==> config.mk <==
export PLATFORM = sky130hd
export DESIGN_NAME = afu_control
export DESIGN_NICKNAME = d
export VERILOG_FILES = /design/src/hw/afu_pkg.sv /design/src/hw/afu_control.sv
export VERILOG_INCLUDE_DIRS = /design/src /design/src/hw
export SDC_FILE = /design/constraint.sdc
export NUM_CORES = 1
export LEC_CHECK = 0
export ABC_AREA = 1
export BUFFER_PORTS_ARGS = -buffer_cell sky130_fd_sc_hd__buf_2
export CAP_MARGIN = 0
export CORE_ASPECT_RATIO = 1.1
export CORE_UTILIZATION = 30
export DETAILED_ROUTE_END_ITERATION = 8
export PLACE_DENSITY = 0.69
export SLEW_MARGIN = 20
export SYNTH_ARGS = -nofsm -noshare
export SYNTH_HDL_FRONTEND = slang
export SYNTH_SLANG_ARGS = --single-unit
export TNS_END_PERCENT = 10
==> constraint.sdc <==
create_clock -name clock -period 7.6 [get_ports clock]
set_clock_uncertainty 0.05 [all_clocks]
set_input_delay 1.52 -clock clock [delete_from_list [all_inputs] [get_ports clock]]
set_output_delay 1.52 -clock clock [all_outputs]
set_load 0.02 [all_outputs]
==> src/hw/afu_consts.svh <==
// AFU command front end constants
// Sizes, field widths, command codes and the host credit count

`ifndef AFU_CONSTS_SVH
`define AFU_CONSTS_SVH

// Field widths
`define AFU_ADDR_W 64
`define AFU_SIZE_W 12
`define AFU_TAG_W 8
`define AFU_CU_W 8
`define AFU_CODE_W 13
`define AFU_RSP_W 8
`define AFU_CREDIT_W 9

// Tag pool size
`define AFU_NUM_TAGS 16

// Host command codes, 13 bits wide
`define AFU_CMD_READ 13'h0A00
`define AFU_CMD_WRITE 13'h0D00

// Host grants this many commands after reset
`define AFU_CMD_CREDITS 8

// Queue depths
`define AFU_CMD_Q_DEPTH 16
`define AFU_RSP_Q_DEPTH 16

// Almost-full rises with this many free slots left
`define AFU_ALFULL_ROOM 2

`endif

==> src/hw/afu_pkg.sv <==
// AFU front end types
// Command, host and response lines plus queue status words

`include "afu_consts.svh"

package afu_pkg;

	// Command from a compute unit
	typedef struct packed {
		logic                     valid;
		logic [`AFU_CU_W-1:0]     cu_id;
		logic [`AFU_ADDR_W-1:0]   address;
		logic [`AFU_SIZE_W-1:0]   size;
	} cmd_line_t;

	// Command issued to the host
	typedef struct packed {
		logic                     valid;
		logic [`AFU_TAG_W-1:0]    tag;
		logic [`AFU_CODE_W-1:0]   code;
		logic [`AFU_ADDR_W-1:0]   address;
		logic [`AFU_SIZE_W-1:0]   size;
	} host_cmd_t;

	// Response from the host, credits are returned here
	typedef struct packed {
		logic                     valid;
		logic [`AFU_TAG_W-1:0]    tag;
		logic [`AFU_RSP_W-1:0]    code;
		logic [`AFU_CREDIT_W-1:0] credits;
	} host_rsp_t;

	// Response routed back to a compute unit
	typedef struct packed {
		logic                     valid;
		logic [`AFU_CU_W-1:0]     cu_id;
		logic [`AFU_RSP_W-1:0]    code;
		logic [`AFU_TAG_W-1:0]    tag;
	} rsp_line_t;

	typedef enum logic [0:0] {
		CLASS_READ  = 1'b0,
		CLASS_WRITE = 1'b1
	} cmd_class_t;

	typedef struct packed {
		logic full;
		logic alfull;
		logic empty;
	} queue_status_t;

	typedef struct packed {
		queue_status_t read;
		queue_status_t write;
	} cmd_q_status_t;

endpackage

==> src/hw/afu_control.sv <==
// AFU command control
// Enable register, round-robin pick between read and write queues,
// host credit counter and the registered command to the host

`timescale 1ns/1ps

`include "afu_consts.svh"

module afu_control
	import afu_pkg::*;
(
	input  logic                     clock,
	input  logic                     rstn,
	input  logic                     enabled_in,
	input  cmd_line_t                read_head,
	input  cmd_line_t                write_head,
	input  cmd_q_status_t            q_status,
	input  logic [`AFU_TAG_W-1:0]    free_tag,
	input  logic                     tag_ready,
	input  logic [`AFU_CREDIT_W-1:0] credit_return,
	output logic                     read_pop,
	output logic                     write_pop,
	output logic                     alloc,
	output cmd_class_t               alloc_class,
	output logic [`AFU_CU_W-1:0]     alloc_cu_id,
	output host_cmd_t                command_out
);

	localparam int CREDIT_W = `AFU_CREDIT_W;
	localparam int CODE_W   = `AFU_CODE_W;

	localparam logic [CREDIT_W-1:0] MAX_CREDITS = `AFU_CMD_CREDITS;
	localparam logic [CODE_W-1:0]   READ_CODE   = `AFU_CMD_READ;
	localparam logic [CODE_W-1:0]   WRITE_CODE  = `AFU_CMD_WRITE;

	logic                     enabled;
	logic [CREDIT_W-1:0]      credits;
	logic [CREDIT_W-1:0]      credits_next;
	cmd_class_t               favour;
	cmd_class_t               grant;
	cmd_line_t                grant_head;
	logic                     read_req;
	logic                     write_req;
	logic                     issue;

	// Registered host command
	logic                     cmd_valid;
	logic [`AFU_TAG_W-1:0]    cmd_tag;
	logic [CODE_W-1:0]        cmd_code;
	logic [`AFU_ADDR_W-1:0]   cmd_addr;
	logic [`AFU_SIZE_W-1:0]   cmd_size;

////////////////////////////////
// Arbitration
////////////////////////////////

	assign read_req  = !q_status.read.empty;
	assign write_req = !q_status.write.empty;

	// Issue needs enable, a credit and a tag
	assign issue = enabled && (credits != '0) && tag_ready && (read_req || write_req);

	always_comb begin
		if (favour == CLASS_READ) begin
			grant = read_req ? CLASS_READ : CLASS_WRITE;
		end else begin
			grant = write_req ? CLASS_WRITE : CLASS_READ;
		end
	end

	assign grant_head  = (grant == CLASS_READ) ? read_head : write_head;
	assign read_pop    = issue && (grant == CLASS_READ);
	assign write_pop   = issue && (grant == CLASS_WRITE);
	assign alloc       = issue;
	assign alloc_class = grant;
	assign alloc_cu_id = grant_head.cu_id;

////////////////////////////////
// Credits and state
////////////////////////////////

	always_comb begin
		credits_next = credits + credit_return;
		if (issue) begin
			credits_next = credits_next - 1'b1;
		end
	end

	always_ff @(posedge clock or negedge rstn) begin
		if (!rstn) begin
			enabled   <= 1'b0;
			credits   <= MAX_CREDITS;
			favour    <= CLASS_READ;
			cmd_valid <= 1'b0;
		end else begin
			enabled   <= enabled_in;
			credits   <= credits_next;
			cmd_valid <= issue;
			if (issue) begin
				favour <= (grant == CLASS_READ) ? CLASS_WRITE : CLASS_READ;
			end
		end
	end

	always_ff @(posedge clock) begin
		if (issue) begin
			cmd_tag  <= free_tag;
			cmd_code <= (grant == CLASS_READ) ? READ_CODE : WRITE_CODE;
			cmd_addr <= grant_head.address;
			cmd_size <= grant_head.size;
		end
	end

	assign command_out = '{valid: cmd_valid, tag: cmd_tag, code: cmd_code,
		address: cmd_addr, size: cmd_size};

	a_credit_max: assert property (@(posedge clock) disable iff (!rstn) credits <= MAX_CREDITS)
		else $error("host returned more credits than granted");

endmodule

=== After elaboration in Yosys (flattened, before gate mapping) ===
Index checks and enable logic that the tools add are counted.

* Add/sub/neg operators: 2
* Mux-type cells: 7
* Bitwise operators: 1
* Reductions and logical operators: 9

{| class="wikitable"
|+ Operators by type and width
! operator !! number
|-
| $mux 84 || 1
|-
| $mux 11 || 1
|-
| $add 9x9->9 || 1
|-
| $mux 9 || 1
|-
| $reduce_bool 9->1 || 1
|-
| $sub 9x1->9 const B || 1
|-
| $logic_and 1x1->1 || 5
|-
| $mux 1 || 4
|-
| $logic_not 1->1 || 2
|-
| $logic_or 1x1->1 || 1
|-
| $not 1->1 || 1
|}

* Flip-flop bits (word level): 109
* Input port bits: 197
* Output and inout port bits: 110
* Logic and storage cells: 27

=== Logic depth before layout (Yosys ltp) ===
Gate-level depths: netlist of the first run.

* Depth after elaboration: 5
* Depth in mapped cells: 13

=== Least setup slack after synthesis of the first run ===
Ideal clock, no wire load.

* Path type: input -> output
* Start: input port tag_ready
* End: output port alloc
* Arrival time: 2.868 ns
* Data required time: 6.030 ns
* Slack: 3.162 ns
* Cell stages on the path: 4
* Buffers on the path: 0
* Path through: nand2_1 a21oi_2 nand2_2 inv_2

* Word-level cells in the longest chain between the ends: 2

{| class="wikitable"
|+ Ends and longest elaborated chain
! element !! line !! RTL
|-
| start: declaration || afu_control.sv:19 || <nowiki>input logic tag_ready,</nowiki>
|-
| $logic_and 1x1->1 (2 in series) || afu_control.sv:61 || <nowiki>assign issue = enabled && (credits != '0) && tag_ready && (read_req || write_req);</nowiki>
|-
| end: declaration || afu_control.sv:23 || <nowiki>output logic alloc,</nowiki>
|}

No other way between the ends.

=== Final worst setup path of the first run ===
* Start: input port q_status[0] (netlist bit)
* End: output port write_pop

* Word-level cells in the longest chain between the ends: 4
* Elaborated cells on any way between the ends: 6

{| class="wikitable"
|+ Ends and longest elaborated chain
! element !! line !! RTL
|-
| start: declaration || afu_control.sv:17 || <nowiki>input cmd_q_status_t q_status,</nowiki>
|-
| $logic_not 1->1 || afu_control.sv:58 || <nowiki>assign write_req = !q_status.write.empty;</nowiki>
|-
| $logic_or 1x1->1 || afu_control.sv:61 ||
|-
| $logic_and 1x1->1 || afu_control.sv:61 ||
|-
| $logic_and 1x1->1 (*) || afu_control.sv:73 || <nowiki>assign write_pop = issue && (grant == CLASS_WRITE);</nowiki>
|-
| end: declaration || afu_control.sv:22 || <nowiki>output logic write_pop,</nowiki>
|}

Every way passes the cells marked *; elsewhere a longest branch is shown, timed or not.

==> results.txt, run 1 <==
Status = complete, no violations
CP arrival = 3.53 ns
RSZ-0062 raised after global routing = false
Crit path kind = input pin to primary output
Fmax achieved = 196 MHz
Vias/cell = 4.28
H-tree depth = 3
I/O pin cnt = 307
Vias in the first global route = 3708
Share of cells above drive strength 1 = 40.6%
Clock Tree Buf Depth = 2
Fin area = 6620 µm²
Port bufs = 290
# hold bufs at CTS = 0
Antenna violations before repair = 0
Min cycle time layout = 5.10 ns
Max-slew violation count = 0
Fillers = 1550
Wirelength per Cell = 13.1 µm
DRT Pass-1 Iters = 4
Maxcap violations = 0
Synth cell types = 31
Setup TNS = 0 ns
CP Launch Type = input pin
Power, Total = 1.78 mW
Crit path capture type = primary output
Die Height = 134 µm
Post_cts resized = 0
Hold crit path type = flip-flop to flip-flop
Die Area = 16400 µm²
CTS root buf = clkbuf_16
Syn Area/Cell = 9.19 µm²
Worst-Margin Slew = 1.03 ns
Post-CTS setup buffer count = 0
Initial Utilization = 30.6%
Slew HR = 31.6%
CTS Buf Count = 9
Placed instance area = 6310 µm²
Final Setup Violations = 0
Antenna diode count = 0
First-pass GRT wire length = 18500 µm
Clk slew on worst S/H paths = 0.07 ns
CP required = 6.03 ns
Grt total ovfl = 0
CP Max Fanout = 57
Synth-to-layout area growth = 38.5%
Seq/Total Area, Yosys = 60.3%
Final Hold Fails = 0
Die W = 122 µm
CTS tree = done
Pin count of the biggest net entering global routing = 58
Core area = 15600 µm²
Leak Pwr = 3.46 nW
Pwr/cell area = 269 nW/µm²
Worst-Skew Late Latency = 0.35 ns
Gate Count Post-Synth = 520
Synth Warn # = 0
Final WL = 13100 µm
# DRC = 0
Iter 0 DRT Violations = 227
Via count = 4272
Post-layout nets = 1001
Synthesized flop and latch total = 98
Post-Synthesis Cell Area = 4780 µm²
Clock sink count = 98
Gpl congestion = 0.799
Multi-input logic area = 1610 µm²
ANT nets after route = 0
Rows = 48
Peak supply drop = 0.000132 V
Period utilisation layout = 67.1%
Gr usage total = 15.2%
Final HPWL DP = 9990 µm
Register area = 2880 µm²
-- layer usage --
metal	part of all wire (%)	GRT usage (%)
met1	40	17.1
met2	50	27.6
met3	7.5	2.89
met4	1.8	6.64
met5	0	0
-- power breakdown --
| group | switching (mW) | internal, mW |
|---|---|---|
| clock network | 0.213 | 0.261 |
| logic | 0.397 | 0.216 |
| registers | 0.0238 | 0.672 |
| total | 0.634 | 1.15 |
-- final timing paths --
path	start	end	slack, ns	cells past startpoint
max	q_status[0]	write_pop	2.50	5
min	favour$_DFFE_PN0P_	favour$_DFFE_PN0P_	0.52	2
max reg2reg	favour$_DFFE_PN0P_	cmd_size[6]$_DFFE_PP_	4.82	6
min reg2reg	favour$_DFFE_PN0P_	favour$_DFFE_PN0P_	0.52	2
max in group asynchronous	rstn	credits[3]$_DFF_PN1_	6.23	1
min in group asynchronous	rstn	credits[7]$_DFF_PN0_	0.99	1
-- Yosys cell counts, drive strengths merged --
cell type    n  area share (%)
a21oi        5            0.60
a31o         1            0.18
buf         30             4.2
clkbuf       8            0.63
clkinv       1           0.078
conb         2            0.16
dfrtp       11             5.8
dfstp        1            0.55
edfxtp      86              54
fa           1            0.42
ha           9             2.4
inv         25             2.0
mux2i        1            0.21
nand2      299              24
nand3        9             1.2
nand3b       2            0.31
nand4        4            0.52
nor2        14             1.2
nor3         1            0.10
o21ai        1            0.18
o21bai       1            0.16
or2          1            0.13
xnor2        2            0.37
xor2         5            0.92
-- layout by cell type (no fill, tap or decap) --
cell type,netlist,layout
nand2_4,1,1
bufinv_16,0,1
conb_1,2,10
buf_4,20,3
xor2_1,5,5
nand3_2,2,2
buf_2,10,290
o21ai_4,0,1
a21oi_1,4,4
ha_1,9,9
clkinv_1,1,2
nor2_1,12,12
or2_0,1,1
nor3_1,1,1
clkbuf_16,0,9
xnor2_1,2,2
o21bai_1,1,1
clkinvlp_4,0,1
inv_1,22,22
inv_2,3,2
dfrtp_1,11,11
nand2_2,4,4
a21oi_2,1,1
inv_6,0,2
a31o_2,1,1
nand3_1,7,7
nor2_2,2,2
nand3b_1,2,2
nand2_1,294,294
mux2i_1,1,1
fa_1,1,1
nand4_1,4,4
dfstp_2,1,1
clkinv_2,0,1
edfxtp_1,86,86
inv_8,0,2
-- state kept, by name (all words and copies together), names as in the netlist --
| signal | cells |
|---|---|
| credits | 9 |
| enabled | 1 |
| favour | 1 |
| cmd_valid | 1 |
| cmd_addr | 64 |
| cmd_tag | 8 |
| cmd_size | 12 |
| cmd_code | 2 |
-- kinds of logic (layout without fill, tap and decap cells) --
group	Yosys count	after routing	synth area share [%]
adders and majority gates	10	10	2.77
muxes	1	1	0.209
xor gates and xnor gates	7	7	1.28
AOI/OAI and AO/OA	8	8	1.13
other	2	10	0.157
buffers and inverters	64	335	6.86
and+or+nand+nor	330	330	27.3
DFF	98	98	60.3
-- metrics by stage --
step | instances | setup WS [ns] | hold WS, ns | util, %
after floorplan | 528 | 3.16 | 0.452 | -
after global placement | 983 | 2.41 | 0.494 | 40.4
after detailed placement | 983 | 2.47 | 0.509 | 40.4
after CTS | 999 | 2.47 | 0.526 | 42.4
after global routing | 999 | 2.20 | 0.579 | 42.4
final | 999 | 2.50 | 0.517 | 42.4
-- critical path, cell delays in order --
cell     delay [ns]
buf_2          0.13
o21ai_4        0.73
inv_2          0.66
nor2_1         0.28
buf_2          0.20
-- layout make-up --
class	instances	area share, %
clock inverter	7	1.23
tap	200	3.78
multi-input combinational	366	24.3
timing repair buffer	293	22.3
inverter	26	1.49
sequential	98	43.6
clock buffer	9	3.40
No activity file was read; power rests on OpenSTA's default activity.
==> inputs of run 2 (changes only) <==
==> constraint.sdc (replaced) <==
create_clock -name clock -period 4.9 [get_ports clock]
set_clock_uncertainty 0.05 [all_clocks]
set_input_delay 0.98 -clock clock [delete_from_list [all_inputs] [get_ports clock]]
set_output_delay 0.98 -clock clock [all_outputs]
set_load 0.02 [all_outputs]
==> run 2 against run 1 <==
  * Worst hold slack got worse by 0.060 ns
  * First-iteration DRC count decreased by 11%
  * Combinational power increased by 55%
  * Clock power increased by 51%
  * Critical path type unchanged
  * Highest routed layer unchanged
==> results.txt, run 2 (synthesis results as in run 1) <==
Status = complete, no violations
Max-slew violation count = 0 (unchanged)
Vias in the first global route = 3781 (+2.0%)
DRT Pass-1 Iters = 6 (+2)
CTS tree = done
Crit path capture type = primary output
Antenna diode count = 0 (unchanged)
Max reg flops = 64 (unchanged)
Min cycle time layout = 3.25 ns
Vias/cell = 4.25 (-0.70%)
CP max-delay cell = clkinv_2
Worst-Margin Slew = 0.579 ns (-0.446 ns)
Iter 0 DRT Violations = 203 (-11%)
Peak supply drop = 0.000321 V (+140%)
Final Setup Violations = 0 (unchanged)
CP max stage delay = 0.48 ns (-0.25 ns)
Regs by FF count = cmd_addr: 64 flops, cmd_size: 12 flops, credits: 9 flops
Final HPWL DP = 9950 µm (-0.32%)
Critical Path, Cell by Cell = buf_2, nand2_1, a21oi_2, nand2_2, clkinv_2, buf_2
Clk slew on worst S/H paths = 0.07 ns (about the same)
Fmax achieved = 308 MHz
ANT nets after route = 0 (unchanged)
Gpl congestion = 0.813 (+1.7%)
Share of cells above drive strength 1 = 40.6% (+0.098 points)
Flop pwr share = 39.3% (+0.3 points)
Start point of the critical path = tag_ready
Rows = 48 (unchanged)
Via count = 4255 (-0.40%)
First-pass GRT wire length = 18800 µm (+1.5%)
Sw power = 0.967 mW (+53%)
Port bufs = 290 (unchanged)
Clock power frac = 26.1% (-0.5 points)
Crit path kind = input pin to primary output
Fillers = 1555 (+0.32%)
Family with the most delay on the worst path = buffers and inverters
CP Max Fanout = 33 (-42%)
Post_cts resized = 0 (unchanged)
Leak Pwr = 3.48 nW (+0.38%)
# hold bufs at CTS = 0 (unchanged)
Commonest cells after routing, fill and taps aside = 294 x nand2_1, 290 x buf_2, 86 x edfxtp_1
Fin area = 6630 µm² (+0.21%)
Die W = 122 µm (unchanged)
Crit path top cell by count = buf_2
Slew HR = 61.4% (+30 points)
Core area = 15600 µm² (unchanged)
Pin count of the biggest net entering global routing = 55 (-5.2%)
Die Height = 134 µm (unchanged)
Grt total ovfl = 0 (unchanged)
Hold crit path type = input pin to async pin
Setup TNS = 0 ns (unchanged)
CTS root buf = clkbuf_16
CTS Buf Count = 9 (unchanged)
Final WL = 12900 µm (-1.7%)
Placed instance area = 6340 µm² (+0.36%)
# DRC = 0 (unchanged)
CP Launch Type = input pin
Combinational group share of total power = 34.6% (+0.2 points)
H-tree depth = 3 (unchanged)
Worst-Skew Late Latency = 0.34 ns (about the same)
Synth-to-layout area growth = 38.8%
Final Hold Fails = 0 (unchanged)
RSZ-0062 raised after global routing = false
Post-CTS setup buffer count = 0 (unchanged)
CP required = 3.87 ns (-2.16 ns)
Wirelength per Cell = 12.9 µm (-2.0%)
Antenna violations before repair = 0 (unchanged)
Period utilisation layout = 66.4%
CP bufs+invs = 3 (unchanged)
Post-layout nets = 1004 (+0.30%)
Sw Share = 35.2% (-0.33 points)
Gr usage total = 15.3% (+0.049 points)
Commonest non-fill, non-tap cell in the layout = nand2_1
Largest reg by FF count = cmd_addr
Die Area = 16400 µm² (unchanged)
Int Power = 1.78 mW (+55%)
Worst flop-to-flop path startpoint = credits[1]$_DFF_PN0_
CP arrival = 2.22 ns (-1.31 ns)
I/O pin cnt = 307 (unchanged)
Clock Tree Buf Depth = 2 (unchanged)
Maxcap violations = 0 (unchanged)
Clock sink count = 98 (unchanged)
Pwr/cell area = 414 nW/µm² (+54%)
Initial Utilization = 30.6% (unchanged)
[run 2: cell types whose count changed in the layout (fill, tap and decap cells not counted), sizes merged]
cell	before	now
buf	293	296
clkinv	3	4
clkinvlp	1	0
[run 2: layout make-up]
| type | count | area, µm² | share of cell area, % |
|---|---|---|---|
| inverters | 26 | 98.8 | 1.49 |
| well taps | 200 | 250 | 3.77 |
| clock buffers | 9 | 225 | 3.39 |
| flip-flops and latches | 98 | 2880 | 43.5 |
| repair buffers | 296 | 1500 | 22.6 |
| clock inverters | 7 | 72.6 | 1.09 |
| multi-input cells | 366 | 1610 | 24.2 |
[run 2: worst paths after layout]
check	end	slack [ns]	cells past startpoint
worst max register to register	cmd_addr[1]$_DFFE_PP_	2.30	7
worst min-delay path	cmd_valid$_DFF_PN0_	0.46	1
worst max-delay path	alloc	1.65	6
max in group asynchronous	credits[3]$_DFF_PN1_	4.07	1
min in group clock	favour$_DFFE_PN0P_	0.53	2
worst min register to register	favour$_DFFE_PN0P_	0.53	2
[run 2: metal layers]
layer	global-route usage [%]	vias up	routed length, µm
met5	0	-	0
met4	6.64	0	228
met3	3.02	14	1000
met2	26.8	200	6440
met1	17.8	1865	5220
li1	-	2176	-
[run 2: per-stage QoR]
| step | hold WS [ns] | total power [mW] | worst slack [ns] | util (%) | instances |
|---|---|---|---|---|---|
| final | 0.457 | 2.75 | 1.65 | 42.5 | 1002 |
| after global placement | 0.491 | 2.03 | 1.63 | 40.6 | 986 |
| after floorplan | 0.452 | 1.79 | 1.54 | - | 528 |
| after CTS | 0.449 | 2.78 | 1.63 | 42.5 | 1002 |
| after global routing | 0.470 | 2.95 | 1.53 | 42.5 | 1002 |
| after detailed placement | 0.526 | 2.05 | 1.59 | 40.6 | 986 |
[run 2: power groups by stage]
stage	clock network [mW]	logic, mW	registers, mW
after floorplan	0	0.640	1.15
after detailed placement	0	0.954	1.10
after global routing	0.773	1.09	1.09
final	0.717	0.951	1.08
after global placement	0	0.934	1.10
after CTS	0.742	0.961	1.08
