[config.mk]
export PLATFORM = sky130hd
export DESIGN_NAME = sync_fifo
export DESIGN_NICKNAME = d
export VERILOG_FILES = /design/src/hw/sync_fifo.sv
export VERILOG_INCLUDE_DIRS = /design/src /design/src/hw
export SDC_FILE = /design/constraint.sdc
export NUM_CORES = 1
export LEC_CHECK = 0
export ABC_CLOCK_PERIOD_IN_PS = 5200
export BUFFER_PORTS_ARGS = -buffer_cell sky130_fd_sc_hd__buf_4
export CAP_MARGIN = 10
export CORE_MARGIN = 2
export CORE_UTILIZATION = 46
export DETAILED_ROUTE_END_ITERATION = 10
export PLACE_DENSITY_LB_ADDON = 0.1
export RECOVER_POWER = 50
export SLEW_MARGIN = 20
export SYNTH_ARGS = -nofsm -noshare
export SYNTH_HDL_FRONTEND = slang
export SYNTH_SLANG_ARGS = --single-unit
[constraint.sdc]
create_clock -name clock -period 5.2 [get_ports clock]
set_input_delay 0.78 -clock clock [delete_from_list [all_inputs] [get_ports clock]]
set_output_delay 0.78 -clock clock [all_outputs]
set_load 0.05 [all_outputs]
[src/hw/afu_consts.svh]
// AFU command front end constants
// Sizes, field widths, command codes and the host credit count

`ifndef AFU_CONSTS_SVH
`define AFU_CONSTS_SVH

// Field widths
`define AFU_ADDR_W 64
`define AFU_SIZE_W 12
`define AFU_TAG_W 8
`define AFU_CU_W 8
`define AFU_CODE_W 13
`define AFU_RSP_W 8
`define AFU_CREDIT_W 9

// Tag pool size
`define AFU_NUM_TAGS 16

// Host command codes, 13 bits wide
`define AFU_CMD_READ 13'h0A00
`define AFU_CMD_WRITE 13'h0D00

// Host grants this many commands after reset
`define AFU_CMD_CREDITS 8

// Queue depths
`define AFU_CMD_Q_DEPTH 16
`define AFU_RSP_Q_DEPTH 16

// Almost-full rises with this many free slots left
`define AFU_ALFULL_ROOM 2

`endif

[src/hw/sync_fifo.sv]
// Synchronous FIFO, first word fall through
// Ring buffer with an occupancy counter and full, almost-full, empty flags

`timescale 1ns/1ps

`include "afu_consts.svh"

module sync_fifo #(
	parameter int WIDTH = 32,
	parameter int DEPTH = 16
) (
	input  logic             clock,
	input  logic             rstn,
	input  logic             push,
	input  logic [WIDTH-1:0] data_in,
	input  logic             pop,
	output logic [WIDTH-1:0] data_out,
	output logic             full,
	output logic             alfull,
	output logic             empty
);

	localparam int AW           = $clog2(DEPTH);
	localparam int CW           = $clog2(DEPTH + 1);
	localparam int ALFULL_LEVEL = DEPTH - `AFU_ALFULL_ROOM;

	logic [WIDTH-1:0] mem [DEPTH];
	logic [AW-1:0]    wr_ptr;
	logic [AW-1:0]    rd_ptr;
	logic [CW-1:0]    count;
	logic             do_push;
	logic             do_pop;

	assign do_push = push && !full;
	assign do_pop  = pop && !empty;

	assign full   = (count == CW'(DEPTH));
	assign alfull = (count >= CW'(ALFULL_LEVEL));
	assign empty  = (count == '0);

	// Head word, zero while nothing is stored
	assign data_out = empty ? '0 : mem[rd_ptr];

	always_ff @(posedge clock) begin
		if (do_push) begin
			mem[wr_ptr] <= data_in;
		end
	end

	always_ff @(posedge clock or negedge rstn) begin
		if (!rstn) begin
			wr_ptr <= '0;
			rd_ptr <= '0;
			count  <= '0;
		end else begin
			if (do_push) begin
				wr_ptr <= (wr_ptr == AW'(DEPTH - 1)) ? '0 : wr_ptr + 1'b1;
			end
			if (do_pop) begin
				rd_ptr <= (rd_ptr == AW'(DEPTH - 1)) ? '0 : rd_ptr + 1'b1;
			end
			if (do_push && !do_pop) begin
				count <= count + 1'b1;
			end else if (do_pop && !do_push) begin
				count <= count - 1'b1;
			end
		end
	end

	a_no_push_full: assert property (@(posedge clock) disable iff (!rstn) !(push && full))
		else $error("push into a full queue");
	a_no_pop_empty: assert property (@(posedge clock) disable iff (!rstn) !(pop && empty))
		else $error("pop from an empty queue");

endmodule

# [After elaboration in Yosys (flattened, before gate mapping)]
# Memory sizes are Yosys's and may differ from the RTL's.
# Index checks and enable logic that the tools add are counted.
[classes] n_addsub=4 mul=0 div_mod_pow=0 order_cmp=1 n_eq_ne=3 shift=0 mux=7 bitwise=0 reduce_logical=10
[op_table] operator="$mux W32" count=1
[op_table] operator="$mux W5" count=2
[op_table] operator="$add A4 B1 Y4 const B" count=2
[op_table] operator="$eq A4 B4 Y1 const B" count=2
[op_table] operator="$mux W4" count=2
[op_table] operator="$add A5 B1 Y5 const B" count=1
[op_table] operator="$eq A5 B5 Y1 const B" count=1
[op_table] operator="$ge A5 B4 Y1 const B" count=1
[op_table] operator="$logic_not A5 Y1" count=1
[op_table] operator="$sub A5 B1 Y5 const B" count=1
[op_table] operator="$logic_and A1 B1 Y1" count=4
[op_table] operator="$logic_not A1 Y1" count=4
[op_table] operator="$mux W1" count=2
[op_table] operator="$reduce_bool A2 Y1" count=1
[word_totals] regBits=13 latch_bits=0 ram_bits=512 romBits=0 in_bits=36 out_inout_bits=35 word_cells=29 memories=1
[memory_table] name="mem" words=16 width=32 rd=1 rd_ports_with_merged_regs=0 write_ports=1 line_no="sync_fifo.sv:27" text="logic [WIDTH-1:0] mem [DEPTH];"

# [Longest topological paths before layout]
# Gate-level depths: netlist of run 1.
[logic_depth] ltp_word=7 ltp_mapped=10 depth_no_buf=9

# [Worst setup path after synthesis of run 1]
# Ideal clock, no wire load.
[synth_timing] path_type="input to register" from="input push" to="memory mem[0][0], enable pin" setup_ps=461 arrival_ps=3586 required_ps=4739 slack_ps=1153 cell_stages=4 n_path_buf=1 path_cell_list="a21boi_1 clkbuf_1 nand2_1 nor3_1"
[synth_between] elab_chain_cells=3
[synth_rtl] item="start, declared" line_no="sync_fifo.sv:14" text="input logic push,"
[synth_rtl] item="$logic_and A1 B1 Y1" line_no="sync_fifo.sv:34" text="assign do_push = push && !full;"
[synth_rtl] item="net do_push" line_no="sync_fifo.sv:31" text="logic do_push;"
[synth_rtl] item="$mux W1" line_no="sync_fifo.sv:45" text="if (do_push) begin"
[synth_rtl] item="$mux W1 (implied by the code)" line_no="sync_fifo.sv:46" text="mem[wr_ptr] <= data_in;"
[synth_rtl] item="end, declared" line_no="sync_fifo.sv:27"
# The timed path passes the listed nets, and every way through them passes these cells.

# [Worst setup path in the final report of run 1]
[layout_timing] from="register count[1]" to="output data_out[31]"
[layout_between] elab_chain_cells=2
[layout_rtl] item="start, declared" line_no="sync_fifo.sv:30" text="logic [CW-1:0] count;"
[layout_rtl] item="start signal, assigned" line_no="sync_fifo.sv:63" text="count <= count + 1'b1;"
[layout_rtl] item="start signal, assigned" line_no="sync_fifo.sv:65" text="count <= count - 1'b1;"
[layout_rtl] item="$logic_not A5 Y1" line_no="sync_fifo.sv:39" text="assign empty = (count == '0);"
[layout_rtl] item="$mux W32" line_no="sync_fifo.sv:42" text="assign data_out = empty ? '0 : mem[rd_ptr];"
[layout_rtl] item="end, declared" line_no="sync_fifo.sv:17" text="output logic [WIDTH-1:0] data_out,"
# Every way passes these cells.

==> metrics.txt, run 1 <==
CP cell instances=or4_1 -> o211ai_4 -> buf_4 -> nor2b_1 -> a221o_1 -> buf_4; Fmax=between 200 and 250 MHz; drt wl/cell=around 27 um; Nets=~1,000; vias in the first global route=9,816; pwr dens=590 nW/um2; Req. time, crit path=4.42 ns; syn nets=934; Worst Max-Slew Pin Slew=1.18 ns; Syn-to-layout area delta=14.7%; CP arrival=3.32 ns; leak pwr=7.35 nW; # clock sinks=525; pre-CTS setup slack=1.60 ns; adder-cell share of the synthesized area=0.653%; final worst path period share=78.8%; clock root cell=clkbuf_16; most frequent cell after synthesis=edfxtp_1; #FFs+latches synth=525; top cell type's share of synthesized area=75.7%; Ant. Diodes=0; Reg clk slew, reported paths=0.06 ns; wirelength, routed=43,600 um; r2r setup slk=1.64 ns; main flop type after synthesis=edfxtp_1; post-route insts no fill=1,628; RSZ-0062 raised after global routing=no; Slowest cell on crit path=or4_1; I/O pins=71; sequential share of the synthesized area=77.3%; Hold WC Path Type=input port to async pin; CP peak stage delay=0.64 ns; Slew Viols, Final=0; Peak supply drop=0.373 mV; Setup crit start=count[1]; htree depth=2; clock latency at the later pin of the worst-skew pair=0.60 ns; Netlist cell types=43; Synth Area in XOR/XNOR=less than 1%; Post-Place Cell Area=21,700 um2; crit-path most repeated cell=buf_4; core area=43,400 um2; fraction of registers with async set/reset=around 2.5%; post-CTS setup buffer count=0; floorplan row count=76; Post-DP HPWL=24,200 um; Post-CTS Resized=0; Finished Core Util=53.7%; post-synth top area cell=edfxtp_1; Die H=214 um; synth cell count leaders=edfxtp_1, mux4_2, nor2b_1, a221o_1, mux2_2; Mapped Area=20,300 um2; Worst Slack Setup Final=1.10 ns; Final Hold Fails=0; MaxCap Viol Count=0; CTS Buffer Depth=3; Post-synth EDFFs=approximately 510; mux share of post-synthesis cell area=16.0%; Final min period=around 4.1 ns; Remaining DRCs=0; Worst R2R Start=count[0]; CTS Buf Count=54; DIE WIDTH=between 200 and 250 um; Syn Inst Count=888; Via density=between 5 and 6; ANT nets after route=0; status=complete, no violations; Tot GR Track Use=19.4%; Worst Clk Skew=a little under 0.03 ns; Port Buffers=70; Max-slew headroom=20.4%; Inst Count DP=1,528; Final Setup Violations=0; initial antenna violation count=0; CTS tree=yes; Initial Util=46.8%; full die area=45,800 um2; DR pass1 iterations=5; critical path fanouts, max=17; GP Congestion=0.695; Final TNS setup=0 ns; vias=9,299; Iter 0 DRT Violations=759; layout cell share with drive strength beyond 1=31.2%; FF-to-FF path depth=5; Mapped Avg Cell Area=around 23 um2; CP Launch Type=flop; Compound-Gate Fraction of Synth Area=2.38%; total grt overflow=0; post-route cell area=23,300 um2; synth top area cells=edfxtp_1, mux4_2, mux2_2; hold slack final=0.241 ns; CP endpoint kind=primary output; synth warn=0; Simple-Gate Fraction of Synth Area=under 10%; largest family of logic cells by synthesized area=multiplexers; total power=13.7 mW; RR Endpoint=mem[4][29]; critical path type=flop to primary output; largest net degree at the start of global routing=49; # hold bufs at CTS=0; first-pass GRT wire length=65,300 um
[state kept, by name, indices dropped and copies added (netlist names)]
| name | flops |
|---|---|
| count | 5 |
| mem | 512 |
| rd_ptr | 4 |
| wr_ptr | 4 |
[power breakdown]
part           switching, mW  internal [mW]
Clock                   1.56           2.14
Sequential             0.375           5.08
Combinational           2.64           1.94
Total                   4.58           9.16
[how the worst max path moves through the flow]
stage | cells after the start | to | slack [ns]
global placement | 5 | mem[4][29] | 1.65
global route | 6 | data_out[4] | 0.96
detailed placement | 5 | mem[4][29] | 1.60
floorplan | 4 | mem[0][0] | 1.15
CTS | 5 | data_out[31] | 1.07
finish | 6 | data_out[31] | 1.10
[worst max-delay path, delay by kind of cell, from the launching register on]
family | cells | cell delay, ns
simple gates | 2 | 0.72
flops | 1 | 0.42
compound gates | 2 | 0.96
buf+inv | 2 | 0.64
[layout by cell type (no fill, tap or decap), types with 10 or more instances in the layout]
cell type,synthesis,routed
nand2_1,10,10
clkinv_1,0,10
mux2_2,32,32
nor2_4,0,13
dfrtp_1,13,10
clkbuf_1,21,51
edfxtp_1,512,512
clkinv_2,0,11
nor2b_1,33,33
mux4_2,128,128
buf_4,1,65
clkbuf_16,0,55
a221o_1,32,32
[cells by family after synthesis]
kind of cell	Yosys count
fa+ha+maj	10
xor+xnor	5
compound gates	55
simple gates	77
mux	161
flops	525
buf+inv	55
[per-layer routing]
metal / track usage, % / share of wire [%] / vias up
met5: 0 / 0 / -
met4: 4.88 / 1.6 / 0
met3: 2.92 / 4.3 / 52
met2: 31.9 / 50 / 214
met1: 27.4 / 44 / 5041
li1: - / - / 3992
[area by class of cell]
class	count	area (um2)
sequential	525	15700
clock inverter	29	245
inverter	7	26.3
clock buffer	71	1440
multi-input combinational	308	4450
timing repair buffer	103	679
tap	585	732
fill	3393	20100
(Power assumes the default switching activity.)
==> run 2, diff against run 1 <==
ABC_CLOCK_PERIOD_IN_PS = 4200   (was 5200)
clock period = 4.2 ns   (was 5.2 ns; I/O delays follow)
==> run 2 against run 1 <==
  * Flip-flop and latch count did not move
  * Cell area is 1.3% higher
  * Critical endpoint is now data_out[30]
  * Final cell count is 0.18% lower
  * Clock skew down 0.018 ns
  * Sequential share of layout area shrank 0.84 points
  * Largest power group unchanged
  * Worst setup slack worse by 0.81 ns
==> metrics.txt, run 2 (synthesis results as in run 1) <==
I/O pins=71; Worst Max-Slew Pin Slew=1.39 ns; Int Power=11.7 mW; Reg clk slew, reported paths=0.06 ns; power share of the sequential group=between 30 and 40%; Via density=5.73; leak pwr=7.47 nW; DR pass1 iterations=7; switching portion of total power=about 32%; Tot GR Track Use=19.0%; first-pass GRT wire length=around 64,000 um; Comb power frac=33.3%; CP cell instances=buf_12 -> mux4_2 -> mux2_2 -> a221o_1 -> buf_4; Net Switching=5.62 mW; area of the multi-input gates=4450 um2; Slowest cell on crit path=dfrtp_4; Setup crit start=rd_ptr[1]; Post-DP HPWL=23,400 um; Stages on worst setup path=5; MaxCap Viol Count=0; biggest regs=mem: 512 flops, count: 5 flops; Ant. Diodes=0; HP Start=pop; final-layout fill cell count=3,378; CP endpoint kind=primary output; CTS Buf Count=54; Hold WC Path Type=input port to flop; CP arrival=approximately 3.3 ns; most common cell after layout, fill and taps aside=edfxtp_1; final worst path period share=93.0%; clock network fraction of total power=27.9%; Final TNS setup=0 ns; Fmax=roughly 260 MHz; max reg flops=512; Worst Clk Skew=between 0.01 and 0.015 ns; Crit path max-delay family=flip-flops; layout cell share with drive strength beyond 1=between 30% and 40%; Final min period=3.90 ns; Worst Path Buf+Inv=2; Worst R2R Start=count[1]; initial antenna violation count=2; full die area=45,800 um2; ANT nets after route=0; Max-slew headroom=7.29%; r2r setup slk=1.03 ns; Nets=1,048; # clock sinks=approximately 530; Initial Util=between 40% and 50%; Req. time, crit path=3.57 ns; vias=9,315; critical path type=flop to primary output; htree depth=2; crit path capture=data_out[30]; status=complete, no violations; Die H=214 um; Final Hold Fails=0; commonest cells after routing, fill and taps aside=edfxtp_1, mux4_2, clkbuf_16, buf_4, clkbuf_1; CTS tree=yes; CP peak stage delay=0.92 ns; Remaining DRCs=0; core area=between 40,000 and 50,000 um2; CP Launch Type=flop; Syn-to-layout area delta=16.1%; Port Buffers=70; RR Endpoint=mem[14][29]; Peak supply drop=0.521 mV; post-route cell area=23,600 um2; GP Congestion=0.729; critical path fanouts, max=35; total grt overflow=0; sequential cell area=15,700 um2; Iter 0 DRT Violations=736; FF-to-FF path depth=6; drt wl/cell=26.3 um; floorplan row count=76; post-CTS setup buffer count=0; clock latency at the later pin of the worst-skew pair=between 0.5 and 0.6 ns; vias in the first global route=9,926; largest net degree at the start of global routing=45; WHS Path Cells=3; DIE WIDTH=214 um; CTS Buffer Depth=3; RSZ-0062 raised after global routing=no; Final Setup Violations=0; Post-Place Cell Area=21,900 um2; wirelength, routed=42,700 um; Slew Viols, Final=0; clock root cell=clkbuf_16; pwr dens=735 nW/um2; Biggest register=mem
==> run 2: cell count changes in the layout (fill, tap and decap cells not counted), moves of 3 or more <==
cell       change
buf_4         -10
clkbuf_1       -5
bufinv_16      +5
buf_12        +13
clkinv_1       -3
==> run 2: what timing repair did <==
| item | in CTS | in global routing |
|---|---|---|
| hold buffers | 1 | 0 |
| gates resized for setup | 0 | 0 |
| hold endpoints to repair | 13 | 0 |
==> run 2: worst reg2reg max path: stages, from the launching register on <==
cell and delay [ns]:
dfrtp_1 0.44, nor4_1 0.10, a21boi_0 0.17, clkbuf_1 0.42, nand2_1 0.30, nor2_1 1.10
buf_12 0.32
==> run 2: routing by layer <==
metal | wire, um | part of all wire (%) | global-route usage, %
met5 | 28 | 0.066 | 0
met4 | 855 | 2.0 | 4.54
met3 | 1980 | 4.6 | 3.67
met2 | 20200 | 47 | 30.2
met1 | 19700 | 46 | 27.5
==> run 2: cell type report <==
class,count,share of cell area (%)
timing repair buffer,106,3.69
clock buffer,68,6.09
multi-input combinational,308,18.9
inverter,7,0.111
sequential,525,66.7
tap,585,3.11
clock inverter,26,1.49
==> run 2: power by group through the flow <==
stage / registers [mW] / clock network [mW] / logic [mW]
final: 6.72 / 4.84 / 5.77
after floorplan: 6.50 / 0 / 4.42
after global placement: 6.83 / 0 / 5.87
after CTS: 6.73 / 4.96 / 5.90
after global routing: 6.79 / 5.15 / 6.11
after detailed placement: 6.84 / 0 / 5.88
==> run 2: worst min path at each step <==
stage | to | slack (ns)
final | rd_ptr[3] | 0.43
after global routing | rd_ptr[3] | 0.41
after CTS | mem[13][27] | 0.30
after detailed placement | count[3] | 0.50
after global placement | count[3] | 0.49
after floorplan | count[0] | 0.33
==> run 2: per-stage QoR <==
stage | hold WS (ns) | power, mW | cells | util [%] | worst slack, ns
floorplan | 0.334 | 10.9 | 888 | - | 0.303
global placement | 0.494 | 12.7 | 1530 | 50.6 | 0.887
detailed placement | 0.495 | 12.7 | 1530 | 50.6 | 0.850
CTS | 0.303 | 17.6 | 1625 | 54.7 | 0.205
global route | 0.414 | 18.0 | 1625 | 54.4 | 0.128
finish | 0.429 | 17.3 | 1625 | 54.4 | 0.295
==> run 3, diff against run 2 <==
CORE_MARGIN = default   (was 2)
CTS_BUF_LIST = sky130_fd_sc_hd__clkbuf_16   (was default)
REMOVE_ABC_BUFFERS = 1   (was default)
==> run 3 against run 2 <==
  * Hold slack improved by 0.11 ns
  * Critical path type unchanged
  * Cell area fell by 0.88%
  * Sequential share of layout area rose by 0.59 points
  * Critical path depth did not move
  * Non-clock buffer count rose by 9
  * Largest power group unchanged
  * Via count barely moved
  * Combinational power rose by 0.7%
  * Flip-flop and latch count did not move
  * Clock skew rose by 0.00054 ns
  * Final cell count rose by 0.55%
==> metrics.txt, run 3 (synthesis results as in run 1) <==
clock latency at the later pin of the worst-skew pair=between 0.5 and 0.6 ns; full die area=45,000 um2; sequential cell area=15,700 um2; Worst Path Buf+Inv=2; Tot GR Track Use=20.0%; Peak supply drop=0.387 mV; HP Start=data_in[15]; pwr dens=721 nW/um2; Post-DP HPWL=~24,000 um; area of the multi-input gates=4440 um2; DIE WIDTH=212 um; floorplan row count=76; clock network fraction of total power=25.9%; Port Buffers=70; Fmax=259 MHz; most common cell after layout, fill and taps aside=edfxtp_1; Biggest register=mem; layout cell share with drive strength beyond 1=31.6%; # clock sinks=525; first-pass GRT wire length=between 60,000 and 70,000 um; DR pass1 iterations=4; Reg clk slew, reported paths=0.06 ns; crit-path most repeated cell=buf_4; Syn-to-layout area delta=15.1%; Worst Clk Skew=0.0116 ns; post-CTS setup buffer count=0; CTS tree=yes; CP endpoint kind=primary output; Slowest cell on crit path=dfrtp_4; Net Switching=5.62 mW; GP Congestion=0.737; Worst Slack Setup Final=around 0.34 ns; Final Hold Fails=0; total grt overflow=0; largest net degree at the start of global routing=53; switching portion of total power=around 33%; final-layout fill cell count=3,342; Post-CTS Resized=0; clock root cell=clkbuf_16; drt wl/cell=26.4 um; Endpoint, Worst Hold=mem[1][15]; FF-to-FF path depth=9; Iter 0 DRT Violations=767; Final min period=3.86 ns; total power=around 17 mW; power share of the sequential group=39.6%; initial antenna violation count=1; CTS Buf Count=53; ANT nets after route=0; I/O pins=a little over 70; Via density=5.70; critical path type=flop to primary output; r2r setup slk=between 0.6 and 0.7 ns; CP arrival=roughly 3.2 ns; RSZ-0062 raised after global routing=no; leak pwr=7.45 nW; Comb power frac=about a third; status=complete, no violations; Worst Max-Slew Pin Slew=0.997 ns; Final TNS setup=0 ns; biggest regs=mem: 512 flops, count: 5 flops; CP peak stage delay=0.96 ns; final worst path period share=91.8%; CP cell instances=buf_4 -> mux4_2 -> mux2_2 -> a221o_1 -> buf_4; htree depth=2; Die H=212 um; Req. time, crit path=about 3.6 ns; Ant. Diodes=0; vias in the first global route=~10,000; Remaining DRCs=0; MaxCap Viol Count=0; Crit path max-delay family=flip-flops; vias=9,317; commonest cells after routing, fill and taps aside=edfxtp_1, mux4_2, buf_4; Int Power=between 10 and 15 mW; CTS Buffer Depth=3; WHS Path Cells=1; wirelength, routed=43,100 um; CP Launch Type=flop; Slew Viols, Final=0; critical path fanouts, max=39; max reg flops=512; RR Endpoint=count[4]; Worst R2R Start=count[1]; Hold WC Path Type=input port to flop; hold slack final=0.536 ns; Max-slew headroom=33.3%; core area=43,300 um2; Final Setup Violations=0; Nets=between 1,000 and 1,500; pre-CTS setup slack=about 0.87 ns; Initial Util=a little under half
[run 3: changes by cell type in the layout (fill, tap and decap cells not counted), sizes merged]
cell	previous run	this run
clkbuf	102	89
bufinv	9	2
clkinv	16	18
inv	8	23
clkinvlp	0	3
buf	71	80
[run 3: power groups by stage]
stage / logic (mW) / registers, mW / clock network (mW)
6_report: 5.81 / 6.67 / 4.37
5_1_grt: 6.15 / 6.74 / 4.66
4_1_cts: 5.94 / 6.69 / 4.48
3_5_place_dp: 5.92 / 6.80 / 0
3_3_place_gp: 5.90 / 6.79 / 0
2_1_floorplan: 4.07 / 7.00 / 0
[run 3: through the flow]
| step | util, % | instances | area, um2 |
|---|---|---|---|
| 6_report | 54.0 | 1634 | 23400 |
| 5_1_grt | 54.0 | 1634 | 23400 |
| 4_1_cts | 54.4 | 1634 | 23500 |
| 3_5_place_dp | 50.6 | 1539 | 21900 |
| 3_3_place_gp | 50.6 | 1539 | 21900 |
| 2_1_floorplan | - | 840 | 20100 |
[run 3: worst max path at each step]
stage / startpoint / to / slack (ns) / depth (start not counted)
CTS: rd_ptr[1] / data_out[7] / 0.24 / 5
global placement: rd_ptr[1] / data_out[7] / 0.90 / 5
global route: rd_ptr[1] / data_out[8] / 0.15 / 5
floorplan: rd_ptr[0] / data_out[0] / -1.01 / 3
finish: rd_ptr[1] / data_out[23] / 0.34 / 5
detailed placement: rd_ptr[1] / data_out[7] / 0.87 / 5
[run 3: timing repair]
item | 4_1_cts | 5_1_grt
endpoints found under the hold margin | 13 | 0
endpoints found under the setup margin | 0 | 0
hold buffers | 1 | 0
[run 3: cell type report]
class | instances | share of cell area [%]
Timing Repair Buffer | 115 | 3.64
Clock inverter | 39 | 0.985
Clock buffer | 55 | 5.89
Sequential cell | 525 | 67.2
Inverter | 7 | 0.112
Multi-Input combinational cell | 308 | 19.0
Tap cell | 585 | 3.13
[run 3: metal layers]
metal	vias to the layer above	wire length [um]	GRT usage, %
met5	-	13	0
met4	2	788	5.75
met3	54	1840	3.01
met2	201	21000	31.8
met1	5051	19500	28.9
li1	4009	-	-
